<file path="config.mk">
export PLATFORM = sky130hd
export DESIGN_NAME = ooo_core
export DESIGN_NICKNAME = d
export VERILOG_FILES = /design/src/hdl/ooo_pkg.sv /design/src/hdl/alu_unit.sv /design/src/hdl/arch_regfile.sv /design/src/hdl/map_table.sv /design/src/hdl/ooo_core.sv /design/src/hdl/reorder_buffer.sv /design/src/hdl/reservation_station.sv
export SDC_FILE = /design/constraint.sdc
export NUM_CORES = 2
export LEC_CHECK = 0
export BUFFER_PORTS_ARGS = -buffer_cell sky130_fd_sc_hd__buf_2
export CAP_MARGIN = 20
export CORE_MARGIN = 8
export CORE_UTILIZATION = 44
export CTS_CLUSTER_SIZE = 24
export DETAILED_ROUTE_END_ITERATION = 12
export SYNTH_ARGS = -nofsm -noshare
export SYNTH_HDL_FRONTEND = slang
export SYNTH_SLANG_ARGS = --single-unit
</file>
<file path="constraint.sdc">
create_clock -name clock -period 13.65 [get_ports clock]
set_input_delay 0.6825 -clock clock [delete_from_list [all_inputs] [get_ports clock]]
set_output_delay 0.6825 -clock clock [all_outputs]
set_load 0.05 [all_outputs]
</file>
<file path="src/hdl/ooo_pkg.sv">
/*
 * Shared sizes, operation codes and the reorder buffer entry for the
 * out-of-order core. Modules import it inside their bodies.
 */
package ooo_pkg;

    localparam int xlen = 32;             // Data word width.
    localparam int reg_count = 32;
    localparam int reg_idx_len = 5;
    localparam int rob_size = 8;
    localparam int rob_idx_len = 3;
    localparam int rs_size = 4;
    localparam int rs_idx_len = 2;        // Also the width of an entry age.

    // Operations that reach the dispatch port already decoded.
    typedef enum logic [1:0] {
        op_add,
        op_sub,
        op_xor,
        op_branch
    } alu_op_t;

    // One slot of the reorder buffer.
    typedef struct packed {
        logic                   busy;     // Slot holds an instruction in flight.
        logic                   ready;    // Result has been completed.
        logic [reg_idx_len-1:0] dest_reg; // Zero for a branch.
        logic [xlen-1:0]        value;
        logic                   mis_pred;
    } rob_entry_t;

endpackage

</file>
<file path="src/hdl/alu_unit.sv">
/*
 * Single-cycle ALU. Registers the result of an issued instruction onto the
 * completion bus and flags branches whose outcome contradicts the prediction.
 */
`timescale 1ns/1ps

module alu_unit (
    input  logic                            clock,
    input  logic                            reset,
    input  logic                            squash,
    input  logic                            issue_valid,
    input  ooo_pkg::alu_op_t                issue_op,
    input  logic [ooo_pkg::xlen-1:0]        issue_a,
    input  logic [ooo_pkg::xlen-1:0]        issue_b,
    input  logic                            issue_predict,
    input  logic [ooo_pkg::rob_idx_len-1:0] issue_tag,
    output logic                            complete_valid,
    output logic [ooo_pkg::rob_idx_len-1:0] complete_tag,
    output logic [ooo_pkg::xlen-1:0]        complete_value,
    output logic                            complete_mis_pred
);
    import ooo_pkg::*;

    logic [xlen-1:0] result;
    logic            mis_pred;

    always_comb begin
        result = '0;
        mis_pred = 1'b0;
        case (issue_op)
            op_add: result = issue_a + issue_b;
            op_sub: result = issue_a - issue_b;
            op_xor: result = issue_a ^ issue_b;
            op_branch: mis_pred = (issue_a == issue_b) != issue_predict; // Taken when equal.
            default: result = '0;
        endcase
    end

    always_ff @(posedge clock) begin
        if (reset || squash) begin
            complete_valid <= 1'b0;  // A result computed under squash is dropped.
        end else begin
            complete_valid <= issue_valid;
        end
        complete_tag <= issue_tag;
        complete_value <= result;
        complete_mis_pred <= mis_pred;
    end

endmodule

</file>
<file path="src/hdl/arch_regfile.sv">
/*
 * Committed register file with two read ports and the retire write port.
 * Register i comes out of reset holding i.
 */
`timescale 1ns/1ps

module arch_regfile (
    input  logic                            clock,
    input  logic                            reset,
    input  logic [ooo_pkg::reg_idx_len-1:0] read_reg1,
    input  logic [ooo_pkg::reg_idx_len-1:0] read_reg2,
    input  logic                            write_enable,
    input  logic [ooo_pkg::reg_idx_len-1:0] write_reg,
    input  logic [ooo_pkg::xlen-1:0]        write_value,
    output logic [ooo_pkg::xlen-1:0]        read_value1,
    output logic [ooo_pkg::xlen-1:0]        read_value2
);
    import ooo_pkg::*;

    logic [xlen-1:0] regs [reg_count];

    assign read_value1 = (read_reg1 == '0) ? '0 : regs[read_reg1];
    assign read_value2 = (read_reg2 == '0) ? '0 : regs[read_reg2];

    always_ff @(posedge clock) begin
        if (reset) begin
            for (int i = 0; i < reg_count; i++) begin
                regs[i] <= xlen'(i);
            end
        end else if (write_enable && (write_reg != '0)) begin
            regs[write_reg] <= write_value;
        end
    end

endmodule

</file>
<file path="src/hdl/map_table.sv">
/*
 * Rename table. Maps each architectural register to the reorder buffer tag
 * of its newest writer in flight; register zero is never renamed.
 */
`timescale 1ns/1ps

module map_table (
    input  logic                            clock,
    input  logic                            reset,
    input  logic                            dispatch_enable,
    input  logic [ooo_pkg::reg_idx_len-1:0] dest_reg,
    input  logic [ooo_pkg::rob_idx_len-1:0] rob_tail,
    input  logic [ooo_pkg::reg_idx_len-1:0] src_reg1,
    input  logic [ooo_pkg::reg_idx_len-1:0] src_reg2,
    input  logic                            retire_valid,
    input  logic [ooo_pkg::reg_idx_len-1:0] retire_reg,
    input  logic [ooo_pkg::rob_idx_len-1:0] retire_tag,
    input  logic                            squash,
    output logic                            src_busy1,
    output logic                            src_busy2,
    output logic [ooo_pkg::rob_idx_len-1:0] src_tag1,
    output logic [ooo_pkg::rob_idx_len-1:0] src_tag2
);
    import ooo_pkg::*;

    logic [reg_count-1:0]   map_busy;
    logic [rob_idx_len-1:0] map_tag [reg_count];
    logic                   retire_clear;

    // Sources see the mapping from before this cycle's dispatch.
    assign src_busy1 = map_busy[src_reg1];
    assign src_busy2 = map_busy[src_reg2];
    assign src_tag1 = map_tag[src_reg1];
    assign src_tag2 = map_tag[src_reg2];

    // Only the newest writer may release a register, and not if it is remapped now.
    assign retire_clear = retire_valid && map_busy[retire_reg]
                          && (map_tag[retire_reg] == retire_tag)
                          && !(dispatch_enable && (dest_reg == retire_reg));

    always_ff @(posedge clock) begin
        if (reset || squash) begin
            map_busy <= '0;
        end else begin
            if (retire_clear) begin
                map_busy[retire_reg] <= 1'b0;
            end
            if (dispatch_enable && (dest_reg != '0)) begin
                map_busy[dest_reg] <= 1'b1;
                map_tag[dest_reg] <= rob_tail;
            end
        end
    end

endmodule

</file>
<file path="src/hdl/ooo_core.sv">
/*
 * Top of the out-of-order back end. Wires the rename table, reorder buffer,
 * reservation station, ALU and register file behind the dispatch and retire ports.
 */
`timescale 1ns/1ps

module ooo_core (
    input  logic                            clock,
    input  logic                            reset,
    input  logic                            dispatch_enable,
    input  ooo_pkg::alu_op_t                op,
    input  logic [ooo_pkg::reg_idx_len-1:0] dest_reg,
    input  logic [ooo_pkg::reg_idx_len-1:0] src_reg1,
    input  logic [ooo_pkg::reg_idx_len-1:0] src_reg2,
    input  logic                            predict_taken,
    output logic                            dispatch_stall,
    output logic                            retire_valid,
    output logic [ooo_pkg::reg_idx_len-1:0] retire_reg,
    output logic [ooo_pkg::xlen-1:0]        retire_value,
    output logic                            squash
);
    import ooo_pkg::*;

    logic [reg_idx_len-1:0] alloc_dest;
    logic [rob_idx_len-1:0] rob_tail, retire_tag;
    logic                   rob_full, rs_full;
    logic                   src_busy1, src_busy2;
    logic [rob_idx_len-1:0] src_tag1, src_tag2;
    logic                   rob_ready1, rob_ready2;
    logic [xlen-1:0]        rob_value1, rob_value2;
    logic [xlen-1:0]        rf_value1, rf_value2;
    logic                   operand_ready1, operand_ready2;
    logic [xlen-1:0]        operand_value1, operand_value2;
    logic                   issue_valid, issue_predict;
    alu_op_t                issue_op;
    logic [xlen-1:0]        issue_a, issue_b;
    logic [rob_idx_len-1:0] issue_tag;
    logic                   complete_valid, complete_mis_pred;
    logic [rob_idx_len-1:0] complete_tag;
    logic [xlen-1:0]        complete_value;

    assign dispatch_stall = rob_full || rs_full || squash;
    assign alloc_dest = (op == op_branch) ? '0 : dest_reg;  // Branches write nothing.

    // A renamed source takes the reorder buffer value once it is ready.
    assign operand_ready1 = !src_busy1 || rob_ready1;
    assign operand_ready2 = !src_busy2 || rob_ready2;
    assign operand_value1 = src_busy1 ? rob_value1 : rf_value1;
    assign operand_value2 = src_busy2 ? rob_value2 : rf_value2;

    map_table u_map (
        .clock, .reset, .dispatch_enable, .dest_reg(alloc_dest), .rob_tail,
        .src_reg1, .src_reg2, .retire_valid, .retire_reg, .retire_tag, .squash,
        .src_busy1, .src_busy2, .src_tag1, .src_tag2
    );

    reorder_buffer u_rob (
        .clock, .reset, .dispatch_enable, .dispatch_dest(alloc_dest),
        .read_tag1(src_tag1), .read_tag2(src_tag2),
        .complete_valid, .complete_tag, .complete_value, .complete_mis_pred,
        .rob_tail, .rob_full, .read_ready1(rob_ready1), .read_ready2(rob_ready2),
        .read_value1(rob_value1), .read_value2(rob_value2),
        .retire_valid, .retire_reg, .retire_value, .retire_tag, .squash
    );

    reservation_station u_rs (
        .clock, .reset, .squash, .dispatch_enable, .op, .predict_taken, .rob_tail,
        .operand_ready1, .operand_value1, .operand_tag1(src_tag1),
        .operand_ready2, .operand_value2, .operand_tag2(src_tag2),
        .complete_valid, .complete_tag, .complete_value,
        .rs_full, .issue_valid, .issue_op, .issue_a, .issue_b, .issue_predict, .issue_tag
    );

    alu_unit u_alu (
        .clock, .reset, .squash, .issue_valid, .issue_op, .issue_a, .issue_b,
        .issue_predict, .issue_tag,
        .complete_valid, .complete_tag, .complete_value, .complete_mis_pred
    );

    arch_regfile u_regs (
        .clock, .reset, .read_reg1(src_reg1), .read_reg2(src_reg2),
        .write_enable(retire_valid), .write_reg(retire_reg), .write_value(retire_value),
        .read_value1(rf_value1), .read_value2(rf_value2)
    );

endmodule

</file>
<file path="src/hdl/reorder_buffer.sv">
/*
 * Circular reorder buffer. Allocates tags at the tail, records ALU completions,
 * serves operand reads by tag and retires the head in program order.
 */
`timescale 1ns/1ps

module reorder_buffer (
    input  logic                            clock,
    input  logic                            reset,
    input  logic                            dispatch_enable,
    input  logic [ooo_pkg::reg_idx_len-1:0] dispatch_dest,
    input  logic [ooo_pkg::rob_idx_len-1:0] read_tag1,
    input  logic [ooo_pkg::rob_idx_len-1:0] read_tag2,
    input  logic                            complete_valid,
    input  logic [ooo_pkg::rob_idx_len-1:0] complete_tag,
    input  logic [ooo_pkg::xlen-1:0]        complete_value,
    input  logic                            complete_mis_pred,
    output logic [ooo_pkg::rob_idx_len-1:0] rob_tail,
    output logic                            rob_full,
    output logic                            read_ready1,
    output logic                            read_ready2,
    output logic [ooo_pkg::xlen-1:0]        read_value1,
    output logic [ooo_pkg::xlen-1:0]        read_value2,
    output logic                            retire_valid,
    output logic [ooo_pkg::reg_idx_len-1:0] retire_reg,
    output logic [ooo_pkg::xlen-1:0]        retire_value,
    output logic [ooo_pkg::rob_idx_len-1:0] retire_tag,
    output logic                            squash
);
    import ooo_pkg::*;

    rob_entry_t             entries [rob_size];
    logic [rob_idx_len-1:0] rob_head;
    logic [rob_idx_len:0]   rob_count;    // One bit wider so full differs from empty.
    logic                   bypass1;
    logic                   bypass2;

    assign rob_full = (rob_count == rob_size);

    // A result on the completion bus this cycle counts as ready already.
    assign bypass1 = complete_valid && (complete_tag == read_tag1);
    assign bypass2 = complete_valid && (complete_tag == read_tag2);

    assign read_ready1 = entries[read_tag1].ready || bypass1;
    assign read_ready2 = entries[read_tag2].ready || bypass2;
    assign read_value1 = bypass1 ? complete_value : entries[read_tag1].value;
    assign read_value2 = bypass2 ? complete_value : entries[read_tag2].value;

    assign retire_valid = entries[rob_head].busy && entries[rob_head].ready;
    assign retire_reg = entries[rob_head].dest_reg;
    assign retire_value = entries[rob_head].value;
    assign retire_tag = rob_head;
    assign squash = retire_valid && entries[rob_head].mis_pred;

    always_ff @(posedge clock) begin
        if (reset) begin
            rob_head <= '0;
            rob_tail <= '0;
            rob_count <= '0;
            for (int i = 0; i < rob_size; i++) begin
                entries[i].busy <= 1'b0;
            end
        end else if (squash) begin
            // Everything younger than the branch is discarded.
            rob_head <= rob_tail;
            rob_count <= '0;
            for (int i = 0; i < rob_size; i++) begin
                entries[i].busy <= 1'b0;
            end
        end else begin
            if (dispatch_enable) begin
                entries[rob_tail] <= '{busy: 1'b1, ready: 1'b0, dest_reg: dispatch_dest,
                                       value: '0, mis_pred: 1'b0};
                rob_tail <= rob_tail + 1'b1;  // Wraps naturally, the size is a power of two.
            end
            if (complete_valid) begin
                entries[complete_tag].ready <= 1'b1;
                entries[complete_tag].value <= complete_value;
                entries[complete_tag].mis_pred <= complete_mis_pred;
            end
            if (retire_valid) begin
                entries[rob_head].busy <= 1'b0;
                rob_head <= rob_head + 1'b1;
            end
            case ({dispatch_enable, retire_valid})
                2'b10: rob_count <= rob_count + 1'b1;
                2'b01: rob_count <= rob_count - 1'b1;
                default: rob_count <= rob_count;
            endcase
        end
    end

    no_dispatch_when_full: assert property (
        @(posedge clock) disable iff (reset) dispatch_enable |-> !rob_full);

    // A late completion for a squashed or retired slot would corrupt a reused tag.
    complete_hits_busy: assert property (
        @(posedge clock) disable iff (reset) complete_valid |-> entries[complete_tag].busy);

    count_in_range: assert property (
        @(posedge clock) disable iff (reset) rob_count <= rob_size);

endmodule

</file>
<file path="src/hdl/reservation_station.sv">
/*
 * Four-entry reservation station. Holds dispatched instructions until both
 * operands are present, snooping the completion bus, and issues the oldest ready one.
 */
`timescale 1ns/1ps

module reservation_station (
    input  logic                            clock,
    input  logic                            reset,
    input  logic                            squash,
    input  logic                            dispatch_enable,
    input  ooo_pkg::alu_op_t                op,
    input  logic                            predict_taken,
    input  logic [ooo_pkg::rob_idx_len-1:0] rob_tail,
    input  logic                            operand_ready1,
    input  logic [ooo_pkg::xlen-1:0]        operand_value1,
    input  logic [ooo_pkg::rob_idx_len-1:0] operand_tag1,
    input  logic                            operand_ready2,
    input  logic [ooo_pkg::xlen-1:0]        operand_value2,
    input  logic [ooo_pkg::rob_idx_len-1:0] operand_tag2,
    input  logic                            complete_valid,
    input  logic [ooo_pkg::rob_idx_len-1:0] complete_tag,
    input  logic [ooo_pkg::xlen-1:0]        complete_value,
    output logic                            rs_full,
    output logic                            issue_valid,
    output ooo_pkg::alu_op_t                issue_op,
    output logic [ooo_pkg::xlen-1:0]        issue_a,
    output logic [ooo_pkg::xlen-1:0]        issue_b,
    output logic                            issue_predict,
    output logic [ooo_pkg::rob_idx_len-1:0] issue_tag
);
    import ooo_pkg::*;

    logic [rs_size-1:0]     entry_valid;
    alu_op_t                entry_op [rs_size];
    logic                   entry_predict [rs_size];
    logic [rob_idx_len-1:0] entry_tag [rs_size];     // Destination tag.
    logic [rs_idx_len-1:0]  entry_age [rs_size];     // Larger means older.
    logic                   entry_ready1 [rs_size];
    logic [xlen-1:0]        entry_value1 [rs_size];
    logic [rob_idx_len-1:0] entry_wait1 [rs_size];
    logic                   entry_ready2 [rs_size];
    logic [xlen-1:0]        entry_value2 [rs_size];
    logic [rob_idx_len-1:0] entry_wait2 [rs_size];
    logic [rs_idx_len-1:0]  issue_idx;
    logic [rs_idx_len-1:0]  free_idx;

    assign rs_full = &entry_valid;

    // Ages are unique among valid entries, so the oldest ready one is well defined.
    always_comb begin
        issue_valid = 1'b0;
        issue_idx = '0;
        for (int i = 0; i < rs_size; i++) begin
            if (entry_valid[i] && entry_ready1[i] && entry_ready2[i]
                && (!issue_valid || entry_age[i] > entry_age[issue_idx])) begin
                issue_valid = 1'b1;
                issue_idx = rs_idx_len'(i);
            end
        end
    end

    always_comb begin
        free_idx = '0;
        for (int i = rs_size - 1; i >= 0; i--) begin
            if (!entry_valid[i]) begin
                free_idx = rs_idx_len'(i);  // Lowest free slot wins.
            end
        end
    end

    assign issue_op = entry_op[issue_idx];
    assign issue_a = entry_value1[issue_idx];
    assign issue_b = entry_value2[issue_idx];
    assign issue_predict = entry_predict[issue_idx];
    assign issue_tag = entry_tag[issue_idx];

    always_ff @(posedge clock) begin
        if (reset || squash) begin
            entry_valid <= '0;
        end else begin
            for (int i = 0; i < rs_size; i++) begin
                if (complete_valid && entry_valid[i]) begin
                    if (!entry_ready1[i] && (entry_wait1[i] == complete_tag)) begin
                        entry_ready1[i] <= 1'b1;
                        entry_value1[i] <= complete_value;
                    end
                    if (!entry_ready2[i] && (entry_wait2[i] == complete_tag)) begin
                        entry_ready2[i] <= 1'b1;
                        entry_value2[i] <= complete_value;
                    end
                end
                if (dispatch_enable && entry_valid[i]) begin
                    entry_age[i] <= entry_age[i] + 1'b1;
                end
            end
            if (issue_valid) begin
                entry_valid[issue_idx] <= 1'b0;
            end
            if (dispatch_enable) begin
                entry_valid[free_idx] <= 1'b1;
                entry_age[free_idx] <= '0;
                entry_op[free_idx] <= op;
                entry_predict[free_idx] <= predict_taken;
                entry_tag[free_idx] <= rob_tail;
                entry_ready1[free_idx] <= operand_ready1;
                entry_value1[free_idx] <= operand_value1;
                entry_wait1[free_idx] <= operand_tag1;
                entry_ready2[free_idx] <= operand_ready2;
                entry_value2[free_idx] <= operand_value2;
                entry_wait2[free_idx] <= operand_tag2;
            end
        end
    end

    no_dispatch_when_full: assert property (
        @(posedge clock) disable iff (reset) dispatch_enable |-> !rs_full);

endmodule

</file>
==> metrics list <==
- In this run the mean area of a mapped cell was 13.2 um^2.
* Gate Count Post-Synth: 7,514
* CP most frequent cell: sky130_fd_sc_hd__o21ai_0
- Relative to the synthesized area, the layout overhead comes to 10.4%.
- Clock slew at reported path FFs: 0.06 ns
- For this run the aggregate overflow at the end of global routing stands at 0.
* Die span in x: 490 um
- After clock tree synthesis, the repair step resized 0 gates.
* RR Endpoint: u_alu.complete_value[28]
- Result of the run: finished, final reports clean
- Vias per Instance: 6.50
- Sequential cells were found to cover 54.8% of the synthesized design area.
- In this run the vertical extent of the chip is 490 um.
* Worst clock skew on the final layout: 0.0476 ns
- At the worst endpoint, the required time is 14.32 ns.
- In the final layout, the multi-input gates occupy 42,400 um^2.
- Critical path launch point type: flop
- TritonCTS built the clock tree.
* Worst hold endpoint: u_rs.entry_predict[3]
- Hold is met by 0.0731 ns.
- After detailed routing, the wire length on met1 is 129,000 um.
- Leakage power figure: 38.9 nW
- The placed instances occupy a cell area of 103,000 um^2.
* CP Capture Type: flop
- The worst path in the final design needs a cycle of 9.28 ns, including I/O delays and setup.
- In the final layout, flip-flops and latches occupy 54,300 um^2.
- Across all layers, the routed design uses 68,200 vias.
* Final GP Congestion: 0.907
- Along the worst path, the maximum fanout reaches 63.
* Arrival @ worst endpoint: 9.95 ns
* Maximum clock frequency: 108 MHz
- For flop-to-flop paths, the worst setup slack is 4.37 ns.
- Fraction of final layout cells with drive strength greater than 1: 20.7%
- Most common library cell in the layout ignoring fill and taps: sky130_fd_sc_hd__edfxtp_1
- Cts bufs inserted: 196
- Prior to clock tree synthesis, the placed netlist has a worst setup slack of 4.29 ns.
* Area of all placed cells without fillers: 109,000 um^2
- PD cells: 136 nW/um^2
- Setup tns final: 0 ns
- The count of nets left with antenna violations once routing finished came out at 0.
- In the routed design, unresolved DRC markers number 0.
- The critical path is of the flop to flop type.
- The region available for standard cell placement spans 224,000 um^2.
* Flops & latches, synth: 1,846
* Hold bufs inserted after CTS: 0
* Final core occ: 48.8%
- Summed over all nets, wire length on met2 after detailed routing comes to 156,000 um.
- Entering global routing, the biggest net connects 116 pins.
- Post-synthesis async set-or-reset flop share: 0%
- The first global-routing pass estimated 476,000 um of wire.
- Once placement completed, the tool counted placed cells totaling 10,100.
* Final setup violating endpoints: 0
- The number of pins exceeding their max-slew limit in the final report was 0.
- Starting utilization of the core area: 44.2%
- Across every metal layer, demand over resource in global routing totals 26.6%.
- During I/O placement, the number of pins put on the boundary was 61.
* Setup slack after layout: 4.37 ns
- The worst register-to-register path begins at u_rs.entry_age[0][1].
- For the pin with the worst max-slew slack, the measured transition is 1.34 ns.
* Total die area: 241,000 um^2
* Total of max-cap violations: 0
* Share of the cycle needed by the critical path after routing: 68.0%
- The final layout contains routed wiring with a total length of 333,000 um.
- Postcts setup bufs: 0
- The number of cells on the worst reg-to-reg path is 34.
- DRC marker count from the first detailed-route iteration: 9,568
* Worst slew margin relative to its limit: 9.70%
- IR analysis of the VDD net gives a maximum drop of 0.136 mV.
* Most frequent cells in the layout: sky130_fd_sc_hd__edfxtp_1 (1,728), sky130_fd_sc_hd__nor2_1 (1,174), sky130_fd_sc_hd__mux4_2 (794)
- Final count of hold timing violations: 0
- Buffers placed on the I/O ports in this run total 60.
- Routed signal wires occupy layers up through met5.
* Clock latency on the worst-skew pair: 0.86 ns
* Post-layout instance count excluding filler cells: 10,500
- The largest single stage delay on the critical path is 0.69 ns.
- The most used flip-flop cell after synthesis is sky130_fd_sc_hd__edfxtp_1.
* Total number of placement rows: 174
- CTS HTree Levels: 4
* # clock sinks: 1,846
- The number of antenna violations at the first check in global routing is 10.
- The filler cells instantiated in the layout total 19,400.
- Mapped Area: 99,000 um^2
- Initial DRT Pass Iterations: 6
- Metal3 WL: 36,400 um
- Setup repair after global routing missed its margin: false
* Count of warnings emitted by yosys: 0
* Post-synth cell types: 85
- The path class of the tightest hold or removal check is input pin to flop.
- Number of global-route vias before repair: 66,800
* Post-DP HPWL: 205,000 um
- In this run the most critical hold path is launched from predict_taken.
* Average wire per cell in the routed design: 31.8 um
- Along the worst hold path, the cell count comes to 1.
- After layout, the design draws a total of 14.9 mW.
- Yosys mapped a number of flops with a built-in enable equal to 1,728.
- Clock root cell: sky130_fd_sc_hd__clkbuf_16
* Cell with the biggest individual delay on the critical path: sky130_fd_sc_hd__buf_4
- Net count, final: 7,434
* Max Buffers Root-to-Sink: 3
[sequential cells by signal, indices dropped and copies added, names as in the netlist, 12 cells and up, named ones only]
name                  count
u_alu.complete_value     32
u_map.map_busy           32
u_map.map_tag            96
u_regs.regs            1024
u_rob.entries           320
u_rs.entry_tag           12
u_rs.entry_value1       128
u_rs.entry_value2       128
u_rs.entry_wait1         12
u_rs.entry_wait2         12
[where the power goes]
| group | internal (mW) | total, mW | switching [mW] |
|---|---|---|---|
| combinational | 0.943 | 2.63 | 1.69 |
| clock | 3.04 | 5.37 | 2.33 |
| sequential | 6.52 | 6.91 | 0.382 |
[worst max path at each step]
stage | start | to | slack [ns] | cells after the start
after floorplan | u_rs.entry_age[0][1] | u_alu.complete_value[23] | 4.79 | 37
after global placement | u_rs.entry_age[0][1] | u_alu.complete_value[30] | 4.39 | 34
after detailed placement | u_rs.entry_age[0][1] | u_alu.complete_value[28] | 4.29 | 34
after CTS | u_rs.entry_age[0][1] | u_alu.complete_value[28] | 4.26 | 34
after global routing | u_rs.entry_age[0][1] | u_alu.complete_value[28] | 3.53 | 34
final | u_rs.entry_age[0][1] | u_alu.complete_value[28] | 4.37 | 34
[worst max-delay path, delay by kind of cell (launching register included)]
family / cells / cell delay [ns]
buffers and inverters: 5 / 1.90
AND/OR/NAND/NOR: 6 / 0.62
adder cells (fa/ha/maj): 5 / 1.56
flip-flops: 1 / 0.34
AO/OA/AOI/OAI: 16 / 4.02
multiplexers: 2 / 0.61
[metal layers]
layer | track usage, % | vias up
li1 | - | 28100
met1 | 36.1 | 35000
met2 | 42.5 | 4306
met3 | 6.04 | 785
met4 | 9.00 | 12
met5 | 0 | -
[area by class of cell]
cell class,count,share of cell area [%]
inverter,145,0.498
clock buffer,245,4.73
timing repair buffer,286,1.92
tap,2992,3.42
antenna,4,0.00915
multi-input combinational,4861,38.7
sequential,1846,49.6
clock inverter,115,1.07
[synth_stat cells (10+ instances only)]
cell                       instances  area share (%)
sky130_fd_sc_hd__edfxtp_1       1728              52
sky130_fd_sc_hd__nor2_1         1186             4.5
sky130_fd_sc_hd__mux4_2          794              18
sky130_fd_sc_hd__nand2_1         605             2.3
sky130_fd_sc_hd__mux2i_1         491             5.0
sky130_fd_sc_hd__clkbuf_1        472             1.8
sky130_fd_sc_hd__o21ai_0         400             2.0
sky130_fd_sc_hd__and2_1          244             1.5
sky130_fd_sc_hd__inv_1           139            0.53
sky130_fd_sc_hd__a21oi_1         137            0.69
sky130_fd_sc_hd__a22oi_1         136             1.0
sky130_fd_sc_hd__buf_2           118            0.60
sky130_fd_sc_hd__dfxtp_1         118             2.4
sky130_fd_sc_hd__a31oi_1          81            0.51
sky130_fd_sc_hd__ha_1             74            0.93
sky130_fd_sc_hd__buf_1            67            0.25
sky130_fd_sc_hd__nand3_1          66            0.33
sky130_fd_sc_hd__nand2b_1         54            0.34
sky130_fd_sc_hd__mux2_2           44            0.50
sky130_fd_sc_hd__and3_1           41            0.26
sky130_fd_sc_hd__nor3_1           39            0.20
sky130_fd_sc_hd__or4_1            33            0.25
sky130_fd_sc_hd__xor2_1           32            0.28
sky130_fd_sc_hd__buf_4            28            0.21
sky130_fd_sc_hd__o211ai_1         27            0.20
sky130_fd_sc_hd__nand4_1          24            0.15
sky130_fd_sc_hd__nor2b_1          23            0.15
sky130_fd_sc_hd__o21bai_1         21            0.16
sky130_fd_sc_hd__a211oi_1         19            0.14
sky130_fd_sc_hd__a21o_1           19            0.14
sky130_fd_sc_hd__xnor2_1          17            0.15
sky130_fd_sc_hd__a32oi_1          16            0.14
sky130_fd_sc_hd__o31a_1           16            0.14
sky130_fd_sc_hd__o22a_1           15            0.13
sky130_fd_sc_hd__or3_1            15           0.095
sky130_fd_sc_hd__a221oi_1         12            0.11
sky130_fd_sc_hd__o21ba_1          11            0.11
sky130_fd_sc_hd__nor4_1           10           0.063
sky130_fd_sc_hd__o22ai_1          10           0.063
[logic make-up after synthesis]
| logic type | after synthesis | synth area share [%] |
|---|---|---|
| buf+inv | 841 | 3.51 |
| simple gates | 2379 | 10.5 |
| flops | 1846 | 54.8 |
| fa+ha+maj | 77 | 0.996 |
| compound gates | 988 | 6.21 |
| other cells | 1 | 0.00379 |
| xor+xnor | 49 | 0.433 |
| mux | 1333 | 23.6 |
Power figures use the tool's default switching activity.
